**src/verilog/fetch_pkg.sv**
```systemverilog
//////////////////////////////
// shared types and default sizes for the instruction prefetch subsystem
// modules refer to these by scoped name, fetch_pkg::name
//////////////////////////////
`default_nettype none

package fetch_pkg;

  // default number of fifo words, must be 3 or more
  localparam int FIFO_DEPTH_DEFAULT = 3;
  // default limit on granted requests still waiting for rvalid
  localparam int MAX_OUTSTANDING_DEFAULT = 2;

  // one returned bus word on its way into the fifo
  typedef struct packed {
    logic [31:0] addr;
    logic [31:0] rdata;
    logic        err;
  } fetch_rsp_t;

  // one aligned instruction, only the low half counts when compressed
  typedef struct packed {
    logic [31:0] addr;
    logic [31:0] instr;
    logic        err;
  } fetch_instr_t;

  // request side of the instruction bus
  typedef struct packed {
    logic        req;
    logic [31:0] addr;
  } bus_req_t;

  // grant and in-order response side of the instruction bus
  typedef struct packed {
    logic        gnt;
    logic        rvalid;
    logic [31:0] rdata;
    logic        err;
  } bus_rsp_t;

  // requester FSM
  typedef enum logic [1:0] {
    REQ_IDLE,
    REQ_FETCH,
    REQ_FLUSH
  } req_state_e;

endpackage

`default_nettype wire

```
**src/verilog/fetch_fifo.sv**
```systemverilog
//////////////////////////////
// fetch FIFO with instruction realignment
// stores returned words and hands out one 16 or 32 bit instruction per transfer
// responses are never refused, the requester keeps room free
//////////////////////////////
`timescale 1ns/1ps
`default_nettype none

module fetch_fifo #(
  parameter int FIFO_DEPTH = fetch_pkg::FIFO_DEPTH_DEFAULT
) (
  input  logic                            clk_i,
  input  logic                            rst_ni,
  input  logic                            clear_i,
  input  fetch_pkg::fetch_rsp_t           rsp_i,
  input  logic                            rsp_valid_i,
  output logic [$clog2(FIFO_DEPTH+1)-1:0] occupancy_o,
  output fetch_pkg::fetch_instr_t         instr_o,
  output logic                            instr_valid_o,
  input  logic                            instr_ready_i
);

  localparam int OCC_W = $clog2(FIFO_DEPTH + 1);

  // entry 0 is the head
  logic [FIFO_DEPTH-1:0][31:0] addr_q, addr_int, addr_n;
  logic [FIFO_DEPTH-1:0][31:0] rdata_q, rdata_int, rdata_n;
  logic [FIFO_DEPTH-1:0]       err_q, err_int, err_n;
  logic [FIFO_DEPTH-1:0]       valid_q, valid_int, valid_n;

  logic [31:0] head_addr;
  logic [31:0] head_rdata;
  logic        head_err;
  logic        head_valid;
  logic [15:0] next_half;
  logic        next_err;
  logic        pair_valid;
  logic        al_compressed;
  logic        un_compressed;
  logic        out_valid;
  logic        transfer;
  logic [29:0] word_next;

  //////////////////////////////
  // head and realignment
  //////////////////////////////

  // empty fifo: incoming word bypasses the head
  assign head_rdata = valid_q[0] ? rdata_q[0] : rsp_i.rdata;
  assign head_err   = valid_q[0] ? err_q[0] : rsp_i.err;
  assign head_addr  = valid_q[0] ? addr_q[0] : rsp_i.addr;
  assign head_valid = valid_q[0] | rsp_valid_i;

  // second word for an unaligned 32 bit instruction
  assign next_half  = valid_q[1] ? rdata_q[1][15:0] : rsp_i.rdata[15:0];
  assign next_err   = valid_q[1] ? err_q[1] : rsp_i.err;
  assign pair_valid = valid_q[1] | (valid_q[0] & rsp_valid_i);

  // low two bits not both one means 16 bit
  assign al_compressed = head_rdata[1:0] != 2'b11;
  assign un_compressed = head_rdata[17:16] != 2'b11;

  always_comb begin
    instr_o.addr = head_addr;
    if (head_addr[1]) begin
      // upper half of the head joined with lower half of the next word
      instr_o.instr = {next_half, head_rdata[31:16]};
      instr_o.err   = head_err | (~un_compressed & next_err);
      out_valid     = un_compressed ? head_valid : pair_valid;
    end else begin
      instr_o.instr = head_rdata;
      instr_o.err   = head_err;
      out_valid     = head_valid;
    end
  end

  // nothing goes out while a branch is flushing the fifo
  assign instr_valid_o = out_valid & ~clear_i;
  assign transfer      = instr_valid_o & instr_ready_i;

  //////////////////////////////
  // fill and advance
  //////////////////////////////

  // incoming word goes to the first free entry
  always_comb begin
    logic placed;
    placed    = 1'b0;
    addr_int  = addr_q;
    rdata_int = rdata_q;
    err_int   = err_q;
    valid_int = valid_q;
    if (rsp_valid_i) begin
      for (int i = 0; i < FIFO_DEPTH; i++) begin
        if (!valid_q[i] && !placed) begin
          addr_int[i]  = rsp_i.addr;
          rdata_int[i] = rsp_i.rdata;
          err_int[i]   = rsp_i.err;
          valid_int[i] = 1'b1;
          placed       = 1'b1;
        end
      end
    end
  end

  assign word_next = addr_int[0][31:2] + 30'h1;

  always_comb begin
    addr_n  = addr_int;
    rdata_n = rdata_int;
    err_n   = err_int;
    valid_n = valid_int;
    if (transfer) begin
      if (!head_addr[1] && al_compressed) begin
        // stay in the same word, move to its upper half
        addr_n[0] = {addr_int[0][31:2], 2'b10};
      end else begin
        // head word used up, shift everything down by one
        addr_n  = {32'b0, addr_int[FIFO_DEPTH-1:1]};
        rdata_n = {32'b0, rdata_int[FIFO_DEPTH-1:1]};
        err_n   = {1'b0, err_int[FIFO_DEPTH-1:1]};
        valid_n = {1'b0, valid_int[FIFO_DEPTH-1:1]};
        // unaligned 32 bit ends halfway into the next word
        if (head_addr[1] && !un_compressed) begin
          addr_n[0] = {word_next, 2'b10};
        end else begin
          addr_n[0] = {word_next, 2'b00};
        end
      end
    end
  end

  // stored words
  always_comb begin
    occupancy_o = '0;
    for (int i = 0; i < FIFO_DEPTH; i++) begin
      occupancy_o = occupancy_o + OCC_W'(valid_q[i]);
    end
  end

  //////////////////////////////
  // registers
  //////////////////////////////

  always_ff @(posedge clk_i or negedge rst_ni) begin
    if (!rst_ni) begin
      valid_q <= '0;
    end else if (clear_i) begin
      valid_q <= '0;
    end else begin
      valid_q <= valid_n;
    end
  end

  // payload follows valid_q
  always_ff @(posedge clk_i) begin
    addr_q  <= addr_n;
    rdata_q <= rdata_n;
    err_q   <= err_n;
  end

endmodule

`default_nettype wire

```
**src/verilog/fetch_requester.sv**
```systemverilog
//////////////////////////////
// bus side of the prefetcher
// raises word requests while the fifo has room, tracks outstanding responses
// and drops the ones that belong to the path before a branch
//////////////////////////////
`timescale 1ns/1ps
`default_nettype none

module fetch_requester #(
  parameter int FIFO_DEPTH      = fetch_pkg::FIFO_DEPTH_DEFAULT,
  parameter int MAX_OUTSTANDING = fetch_pkg::MAX_OUTSTANDING_DEFAULT
) (
  input  logic                            clk_i,
  input  logic                            rst_ni,
  input  logic [31:0]                     boot_addr_i,
  input  logic [31:0]                     branch_addr_i,
  input  logic                            branch_i,
  output fetch_pkg::bus_req_t             bus_req_o,
  input  fetch_pkg::bus_rsp_t             bus_rsp_i,
  input  logic [$clog2(FIFO_DEPTH+1)-1:0] occupancy_i,
  output fetch_pkg::fetch_rsp_t           rsp_o,
  output logic                            rsp_valid_o,
  output logic                            clear_o
);

  localparam int CNT_W = $clog2(MAX_OUTSTANDING + 1);

  fetch_pkg::req_state_e state_q, state_d;

  logic [CNT_W-1:0] outstanding_q, outstanding_d;
  logic [CNT_W-1:0] discard_q, discard_d;
  // ungranted request left over from the old path
  logic             stale_q, stale_d;
  logic [31:0]      stale_addr_q;
  logic [31:0]      req_addr_q;
  logic [31:0]      rsp_addr_q;
  logic             can_issue;
  logic             grant;
  logic             grant_new;
  logic             drop;

  // space rule, words stored plus words on the way stay below depth
  assign can_issue = (state_q != fetch_pkg::REQ_IDLE) &&
                     (int'(occupancy_i) + int'(outstanding_q) < FIFO_DEPTH) &&
                     (int'(outstanding_q) < MAX_OUTSTANDING);

  // a stale request keeps its address until granted
  assign bus_req_o.req  = stale_q | can_issue;
  assign bus_req_o.addr = stale_q ? stale_addr_q : req_addr_q;

  assign grant     = bus_req_o.req & bus_rsp_i.gnt;
  assign grant_new = grant & ~stale_q;

  assign outstanding_d = outstanding_q + CNT_W'(grant) - CNT_W'(bus_rsp_i.rvalid);

  // old path responses never reach the fifo
  assign drop = branch_i | ((state_q == fetch_pkg::REQ_FLUSH) && (discard_q != '0));

  assign rsp_valid_o = bus_rsp_i.rvalid & ~drop;
  assign rsp_o.addr  = rsp_addr_q;
  assign rsp_o.rdata = bus_rsp_i.rdata;
  assign rsp_o.err   = bus_rsp_i.err;
  assign clear_o     = branch_i;

  // discard bookkeeping
  always_comb begin
    stale_d   = stale_q & ~grant;
    discard_d = discard_q;
    if (branch_i) begin
      // everything in flight now belongs to the old path
      stale_d   = bus_req_o.req & ~bus_rsp_i.gnt;
      discard_d = outstanding_d;
    end else begin
      if (drop && bus_rsp_i.rvalid) begin
        discard_d = discard_d - CNT_W'(1);
      end
      if (grant && stale_q) begin
        discard_d = discard_d + CNT_W'(1);
      end
    end
  end

  always_comb begin
    state_d = state_q;
    unique case (state_q)
      fetch_pkg::REQ_IDLE: begin
        state_d = fetch_pkg::REQ_FETCH;
      end
      fetch_pkg::REQ_FETCH: begin
        if (branch_i && (discard_d != '0 || stale_d)) begin
          state_d = fetch_pkg::REQ_FLUSH;
        end
      end
      fetch_pkg::REQ_FLUSH: begin
        if (discard_d == '0 && !stale_d) begin
          state_d = fetch_pkg::REQ_FETCH;
        end
      end
      default: begin
        state_d = fetch_pkg::REQ_IDLE;
      end
    endcase
  end

  always_ff @(posedge clk_i or negedge rst_ni) begin
    if (!rst_ni) begin
      state_q       <= fetch_pkg::REQ_IDLE;
      outstanding_q <= '0;
      discard_q     <= '0;
      stale_q       <= 1'b0;
      req_addr_q    <= '0;
      rsp_addr_q    <= '0;
    end else begin
      state_q       <= state_d;
      outstanding_q <= outstanding_d;
      discard_q     <= discard_d;
      stale_q       <= stale_d;
      if (branch_i) begin
        // requests go by word, responses keep the halfword offset
        req_addr_q <= {branch_addr_i[31:2], 2'b00};
        rsp_addr_q <= {branch_addr_i[31:1], 1'b0};
      end else if (state_q == fetch_pkg::REQ_IDLE) begin
        req_addr_q <= {boot_addr_i[31:2], 2'b00};
        rsp_addr_q <= {boot_addr_i[31:1], 1'b0};
      end else begin
        if (grant_new) begin
          req_addr_q <= req_addr_q + 32'd4;
        end
        if (rsp_valid_o) begin
          rsp_addr_q <= {rsp_addr_q[31:2] + 30'h1, 2'b00};
        end
      end
    end
  end

  // address of the request that a branch overtook
  always_ff @(posedge clk_i) begin
    if (branch_i) begin
      stale_addr_q <= bus_req_o.addr;
    end
  end

endmodule

`default_nettype wire

```
**src/verilog/prefetch_top.sv**
```systemverilog
//////////////////////////////
// instruction prefetch subsystem
// bus requester feeding the realigning fetch FIFO
//////////////////////////////
`timescale 1ns/1ps
`default_nettype none

module prefetch_top #(
  parameter int FIFO_DEPTH      = fetch_pkg::FIFO_DEPTH_DEFAULT,
  parameter int MAX_OUTSTANDING = fetch_pkg::MAX_OUTSTANDING_DEFAULT
) (
  input  logic                    clk_i,
  input  logic                    rst_ni,
  input  logic [31:0]             boot_addr_i,
  input  logic                    branch_i,
  input  logic [31:0]             branch_addr_i,
  output fetch_pkg::bus_req_t     bus_req_o,
  input  fetch_pkg::bus_rsp_t     bus_rsp_i,
  output fetch_pkg::fetch_instr_t instr_o,
  output logic                    instr_valid_o,
  input  logic                    instr_ready_i
);

  // requester to fifo
  fetch_pkg::fetch_rsp_t           rsp;
  logic                            rsp_valid;
  logic                            clear;
  logic [$clog2(FIFO_DEPTH+1)-1:0] occupancy;

  fetch_requester #(
    .FIFO_DEPTH      (FIFO_DEPTH),
    .MAX_OUTSTANDING (MAX_OUTSTANDING)
  ) u_requester (
    .clk_i         (clk_i),
    .rst_ni        (rst_ni),
    .boot_addr_i   (boot_addr_i),
    .branch_addr_i (branch_addr_i),
    .branch_i      (branch_i),
    .bus_req_o     (bus_req_o),
    .bus_rsp_i     (bus_rsp_i),
    .occupancy_i   (occupancy),
    .rsp_o         (rsp),
    .rsp_valid_o   (rsp_valid),
    .clear_o       (clear)
  );

  fetch_fifo #(
    .FIFO_DEPTH (FIFO_DEPTH)
  ) u_fifo (
    .clk_i         (clk_i),
    .rst_ni        (rst_ni),
    .clear_i       (clear),
    .rsp_i         (rsp),
    .rsp_valid_i   (rsp_valid),
    .occupancy_o   (occupancy),
    .instr_o       (instr_o),
    .instr_valid_o (instr_valid_o),
    .instr_ready_i (instr_ready_i)
  );

endmodule

`default_nettype wire

```
**config.mk**
```make
export PLATFORM = sky130hd
export DESIGN_NAME = prefetch_top
export DESIGN_NICKNAME = d
export VERILOG_FILES = /design/src/verilog/fetch_pkg.sv /design/src/verilog/fetch_fifo.sv /design/src/verilog/fetch_requester.sv /design/src/verilog/prefetch_top.sv
export SDC_FILE = /design/constraint.sdc
export NUM_CORES = 1
export LEC_CHECK = 0
export ABC_CLOCK_PERIOD_IN_PS = 3900
export BUFFER_PORTS_ARGS = -buffer_cell sky130_fd_sc_hd__buf_2
export CAP_MARGIN = 15
export CORE_ASPECT_RATIO = 1.1
export CORE_MARGIN = 5
export CORE_UTILIZATION = 29
export CTS_BUF_LIST = sky130_fd_sc_hd__clkbuf_4 sky130_fd_sc_hd__clkbuf_8
export CTS_CLUSTER_SIZE = 40
export DETAILED_ROUTE_END_ITERATION = 8
export PLACE_DENSITY = 0.44
export SLEW_MARGIN = 20
export SYNTH_ARGS = -nofsm -noshare
export SYNTH_HDL_FRONTEND = slang
export SYNTH_SLANG_ARGS = --single-unit
```
**constraint.sdc**
```tcl
create_clock -name clk_i -period 3.9 [get_ports clk_i]
set_input_delay 0.39 -clock clk_i [delete_from_list [all_inputs] [get_ports clk_i]]
set_output_delay 0.39 -clock clk_i [all_outputs]
set_load 0.005 [all_outputs]
```
* Yosys cells after proc, flatten, opt, wreduce, memory -nomap -nowiden
Index checks and enable logic that the tools add are counted.
Storage, ports and cells: RAM bits 0, bits in latches 0, logic and storage cells 132, memories kept 0, register bits 301, bits of input ports 103, output and inout bits 99, bits in read-only memories 0
Cells by class: order comparisons 2, shifts and indexed selects 0, $mul 0, div/mod/pow operators 0, $add $sub $neg 10, reduce and logical (&&, ||, !) cells 28, muxes and demuxes 50, bitwise operators 20, equality and inequality tests 6
Operator list (count):
- 96-bit 2-to-1 mux | 5
- 32-bit 2-to-1 mux | 14
- 64-bit 2-to-1 mux | 1
- 30-bit by 1-bit adder with 30-bit output, second input constant | 2
- 33-bit 2-to-1 mux | 1
- 32-bit by 3-bit adder with 32-bit output, second input constant | 1
- 32-bit by 3-bit < comparator with 1-bit output, second input constant | 1
- 3-bit 2-to-1 mux | 7
- 16-bit 2-to-1 mux | 1
- 2-bit 2-to-1 mux | 7
- 1-bit 2-to-1 mux | 13
- 1-bit logical AND | 11
- 1-bit bitwise AND | 9
- 2-bit nonzero test | 4
- 1-bit logical NOT | 7
- 2-bit != test, second input constant | 3
- 1-bit inverter | 6
- 2-bit case mux with 3 select lines | 1
- 3-bit nonzero test | 2
- 1-bit OR | 5
- 2-bit by 1-bit adder with 2-bit output | 2
- 2-bit logical NOT | 2
- 2-bit by 2-bit adder with 3-bit output | 1
- 1-bit by 1-bit adder with 2-bit output | 1
- other kinds (9) | 9

* Logic depth before layout (Yosys ltp)
depth in word-level cells 17, gate-level depth with buffers 16, mapped depth without buffers 14

* Hierarchy
A second synthesis with hierarchy kept.
Unflattened totals: cell total of the unflattened synthesis 1476, area, all modules 13255.2 µm²
By module, submodules not included:
- fetch_fifo | area an instance 7105.6 µm², times used 1, sequential area each 2717.6 µm², cells each 804
- fetch_requester | area an instance 6149.6 µm², times used 1, sequential area each 2662.6 µm², cells each 672

* Worst setup path after synthesis
No wires, ideal clock.
kind register -> register, start register u_requester.discard_q[0], end register u_fifo.addr_q[22] (netlist name), stages on the path, launching flop included 17, library setup time 136 ps, required time 3764 ps, setup slack 552 ps, arrival time 3212 ps, period minus slack after synthesis 3348 ps, path buffers 2, path through dfrtp_1 > inv_1 > ha_1 > nor3b_1 > nor2_1 > clkbuf_1 > clkbuf_1 > nand2_1 > nand2_1 > ha_1 > nand2_1 > a211oi_1 > a41oi_2 > a2111oi_4 > nand4_1 > xor2_1 > mux2i_1
RTL lines:
- start: declaration | RTL line fetch_requester.sv:31 | logic [CNT_W-1:0] discard_q, discard_d;
- start signal: assignment | RTL line fetch_requester.sv:116 | discard_q <= discard_d;
- end signal: assignment | RTL line fetch_fifo.sv:157 | addr_q <= addr_n;
- end: declaration | RTL line fetch_fifo.sv:26 | logic [FIFO_DEPTH-1:0][31:0] addr_q, addr_int, addr_n;

==> summary.md <==
| Metric | Value |
|---|---|
| Maximum vdd drop | 0.2582 mV |
| Multi-input logic area | 0.006829 mm² |
| Core area | 0.04324 mm² |
| CTS buffer count | 45 |
| CTS tree | yes |
| Grt ovf | 0 |
| Synthesized area | 0.01263 mm² |
| Hold Crit Class | input pin to register |
| Routability cong. | 0.8362 |
| Register area | 0.005384 mm² |
| Sinks on Clock Net | 234 |
| Seq/Total Area, Yosys | 42.59% |
| Fin area | 0.01527 mm² |
| Crit path launch type | register |
| Synth Instances | 1,472 |
| Die width | 209.0 µm |
| Actual slew at the worst max-slew pin | 920.0 ps |
| Total chip power | 10,350 µW |
| Yosys reg bits | 234 |
| Kind of end point of the critical path | register |
| Area leader, netlist | dfxtp_1 |
| Final period utilization | 89.09% |
| Die area | 0.04784 mm² |
| Max Freq | 287.8 MHz |
| Drc violations | 0 |
| Number of H-tree levels | 2 |
| CTS root buffer | clkbuf_8 |
| Clock Skew | 23.45 ps |
| Synth Warn # | 0 |
| Total GRT Usage | 17.56% |
| Row count | 80 |
| Setup bufs post-CTS | 0 |
| Longest Clk Path Bufs | 3 |
| Post-synth EDFFs | 34 |
| Syn_nets | 1,584 |
| Critical Path RT | 4360 ps |
| Worst-Skew Late Latency | 600 ps |
| Avg Inst Size Synth | 8.582 µm² |
| Post-synth ARST share | 30.34% |
| Rel. slew slack | 38.44% |
| Pwr/cell area | 677.6 mW/mm² |
| RSZ-0062 raised after global routing | false |
| Final WL | 43,430 µm |
| First-pass GRT wire length | 67,940 µm |
| Avg Vias per Cell | 5.141 |
| Pre-CTS setup slack | 416.0 ps |
| Fill cell count | 4,605 |
| CTS clk-pin slew, worst paths | 60 ps |
| Initial Utilization | 29.21% |
| Netlist cell types | 66 |
| Path depth of the worst reg2reg path | 14 |
| Status | finished, final reports clean |
| Top FF cell, synth | dfxtp_1 |
| Leakage power total | 0.006234 µW |
| Die extent in y | 228.9 µm |
| Synth top area share | 20.44% |
| Ranking of synthesized cells by area | dfxtp_1 (20%), dfrtp_1 (14%), edfxtp_1 (8.1%), a21oi_1 (7.3%), nor2_1 (5.6%) |
| Initial antenna violation count | 2 |
| Critical hold path startpoint | bus_rsp_i[11] |
| Io pins | 202 |
| Vias post-DR | 11,710 |
| Final HPWL DP | 29,920 µm |
| Iter 0 DRT Violations | 823 |
| DR WL/cell | 19.06 µm |
| Final Max Tran Viols | 0 |
| Final setup margin | 425.4 ps |
| Max Cap Viol | 0 |
| Antenna-violating nets left | 0 |
| Final hold viol count | 0 |
| Crit path launch | u_requester.discard_q[0] |
| CP Class | register to register |
| Synth-to-layout area growth | 20.88% |
| Worst hold path cell count | 3 |
| Worst r2r src | u_requester.discard_q[0] |
| Pin count of the biggest net entering global routing | 72 |
| CP max FO | 9 |
| Crit path DAT | 3940 ps |
| Port Buffers | 199 |
| Final min period | 3475 ps |
| Layout cell share with drive strength beyond 1 | 23.80% |
| Fin Setup TNS | 0 ps |
| Final net count | 1,780 |
| Setup-failing EPs final | 0 |
| Post-DP Area | 0.01429 mm² |
| Number of global-route vias before repair | 11,530 |
| DRT Pass-1 Iters | 5 |
==> state kept, by name, indices dropped and copies added, names as in the netlist <==
name and cells:
u_requester.req_addr_q 30, u_requester.rsp_addr_q 31, u_requester.stale_addr_q 32, u_fifo.valid_q 3
u_requester.discard_q 2, u_fifo.err_q 3, u_requester.state_q 2, u_requester.outstanding_q 2
u_fifo.addr_q 32, u_fifo.rdata_q 96, u_requester.stale_q 1
==> worst paths after layout <==
| path | to | slack (ps) |
|---|---|---|
| setup / recovery | u_fifo.addr_q[22] | 430 |
| hold / removal | u_fifo.rdata_q[74] | 60 |
| setup reg to reg | u_fifo.addr_q[22] | 430 |
| hold reg to reg | u_fifo.rdata_q[83] | 450 |
| max in group asynchronous | u_fifo.valid_q[0] | 2910 |
| min in group asynchronous | u_requester.req_addr_q[31] | 380 |
==> layer usage <==
layer  vias up  global-route usage, %  routed length (µm)
met3        56                  3.528                2428
met1      5633                  25.25               20840
li1       5695                      -                   -
met2       328                  27.06               19330
met5         -                      0                   0
met4         0                  4.507                 827
==> placed cells by master (no fill, tap or decap), types with 4 or more instances in the layout <==
cell           netlist  routed
mux2_2              49      49
nor2_1             187     183
nand2_1            184     184
clkbuf_8             0      52
a211oi_1            23      23
ha_1                 7       7
nand4_1             21      21
dfrtp_1             71      70
nor3_1              13      13
nor2b_1             16      16
nand2b_1             6       6
buf_4                1      32
o21ai_1              7       6
or3_1               10      10
dlygate4sd3_1        0       4
inv_1               27      27
mux4_2              16      16
nand3_1             47      47
a21oi_1            183     181
xor2_1              28      28
a31oi_1              4       4
o31ai_1              6       6
dfxtp_1            129     129
mux2i_1             51      50
o21ai_0             83      83
xnor2_1             24      24
and2_1               4       4
edfxtp_1            34      34
or2_2                5       5
o22ai_1             67      67
clkbuf_4             0      24
buf_2               11     198
and3_1              33      33
==> synth_stat cells (33+ instances only) <==
cell / instances
a21oi_1: 183
and3_1: 33
clkbuf_1: 62
dfrtp_1: 71
dfxtp_1: 129
edfxtp_1: 34
mux2_2: 49
mux2i_1: 51
nand2_1: 184
nand3_1: 47
nor2_1: 187
o21ai_0: 83
o22ai_1: 67
==> through the flow <==
stage	utilization, %	hold WS (ps)	std cells
4_1_cts	35.29	8.472	2276
5_1_grt	35.31	34.06	2277
6_report	35.31	63.41	2278
2_1_floorplan	-	94.41	1472
3_3_place_gp	33.05	442.0	2191
3_5_place_dp	33.05	447.0	2191
==> logic make-up (layout without fill, tap and decap cells) <==
| logic type | count (synthesis) | after routing | synth area share (%) |
|---|---|---|---|
| and+or+nand+nor | 554 | 554 | 20.09 |
| muxes | 116 | 116 | 11.26 |
| DFF | 234 | 234 | 42.59 |
| adders and majority gates | 9 | 9 | 1.010 |
| xor gates and xnor gates | 52 | 52 | 3.605 |
| buffers and inverters | 114 | 344 | 3.704 |
| AOI/OAI and AO/OA | 393 | 393 | 17.74 |
| other | 0 | 2 | 0 |
==> where the power goes <==
part           total (µW)  internal [µW]  switching, µW  leakage (µW)
clock network        2550           1440           1110      0.000504
logic                3560           1550           2010       0.00342
registers            4230           3400            827       0.00231
total               10300           6390           3950       0.00623
==> critical path, stage by stage, from the launching register on <==
cell and delay, ps:
dfrtp_1 340, inv_1 90, ha_1 230, or3b_1 590
nand2_1 220, nand2_1 70, nand2_1 100, ha_1 270
nand2_1 80, a211oi_1 240, a41oi_2 160, a2111oi_4 560
nand4_1 170, xor2_1 150, mux2i_1 80
==> final cells by class <==
type	count	share of cell area (%)
antenna	2	0.03278
multi-input combinational	1124	44.72
sequential	234	35.26
timing repair buffer	236	8.530
clock inverter	5	0.2212
inverter	27	0.6637
clock buffer	76	5.867
tap	574	4.703
==> what timing repair did <==
item,CTS,global route
hold buffers,4,0
resized for setup,0,0
endpoints found under the hold margin,57,0
No activity file was read; power rests on OpenSTA's default activity.
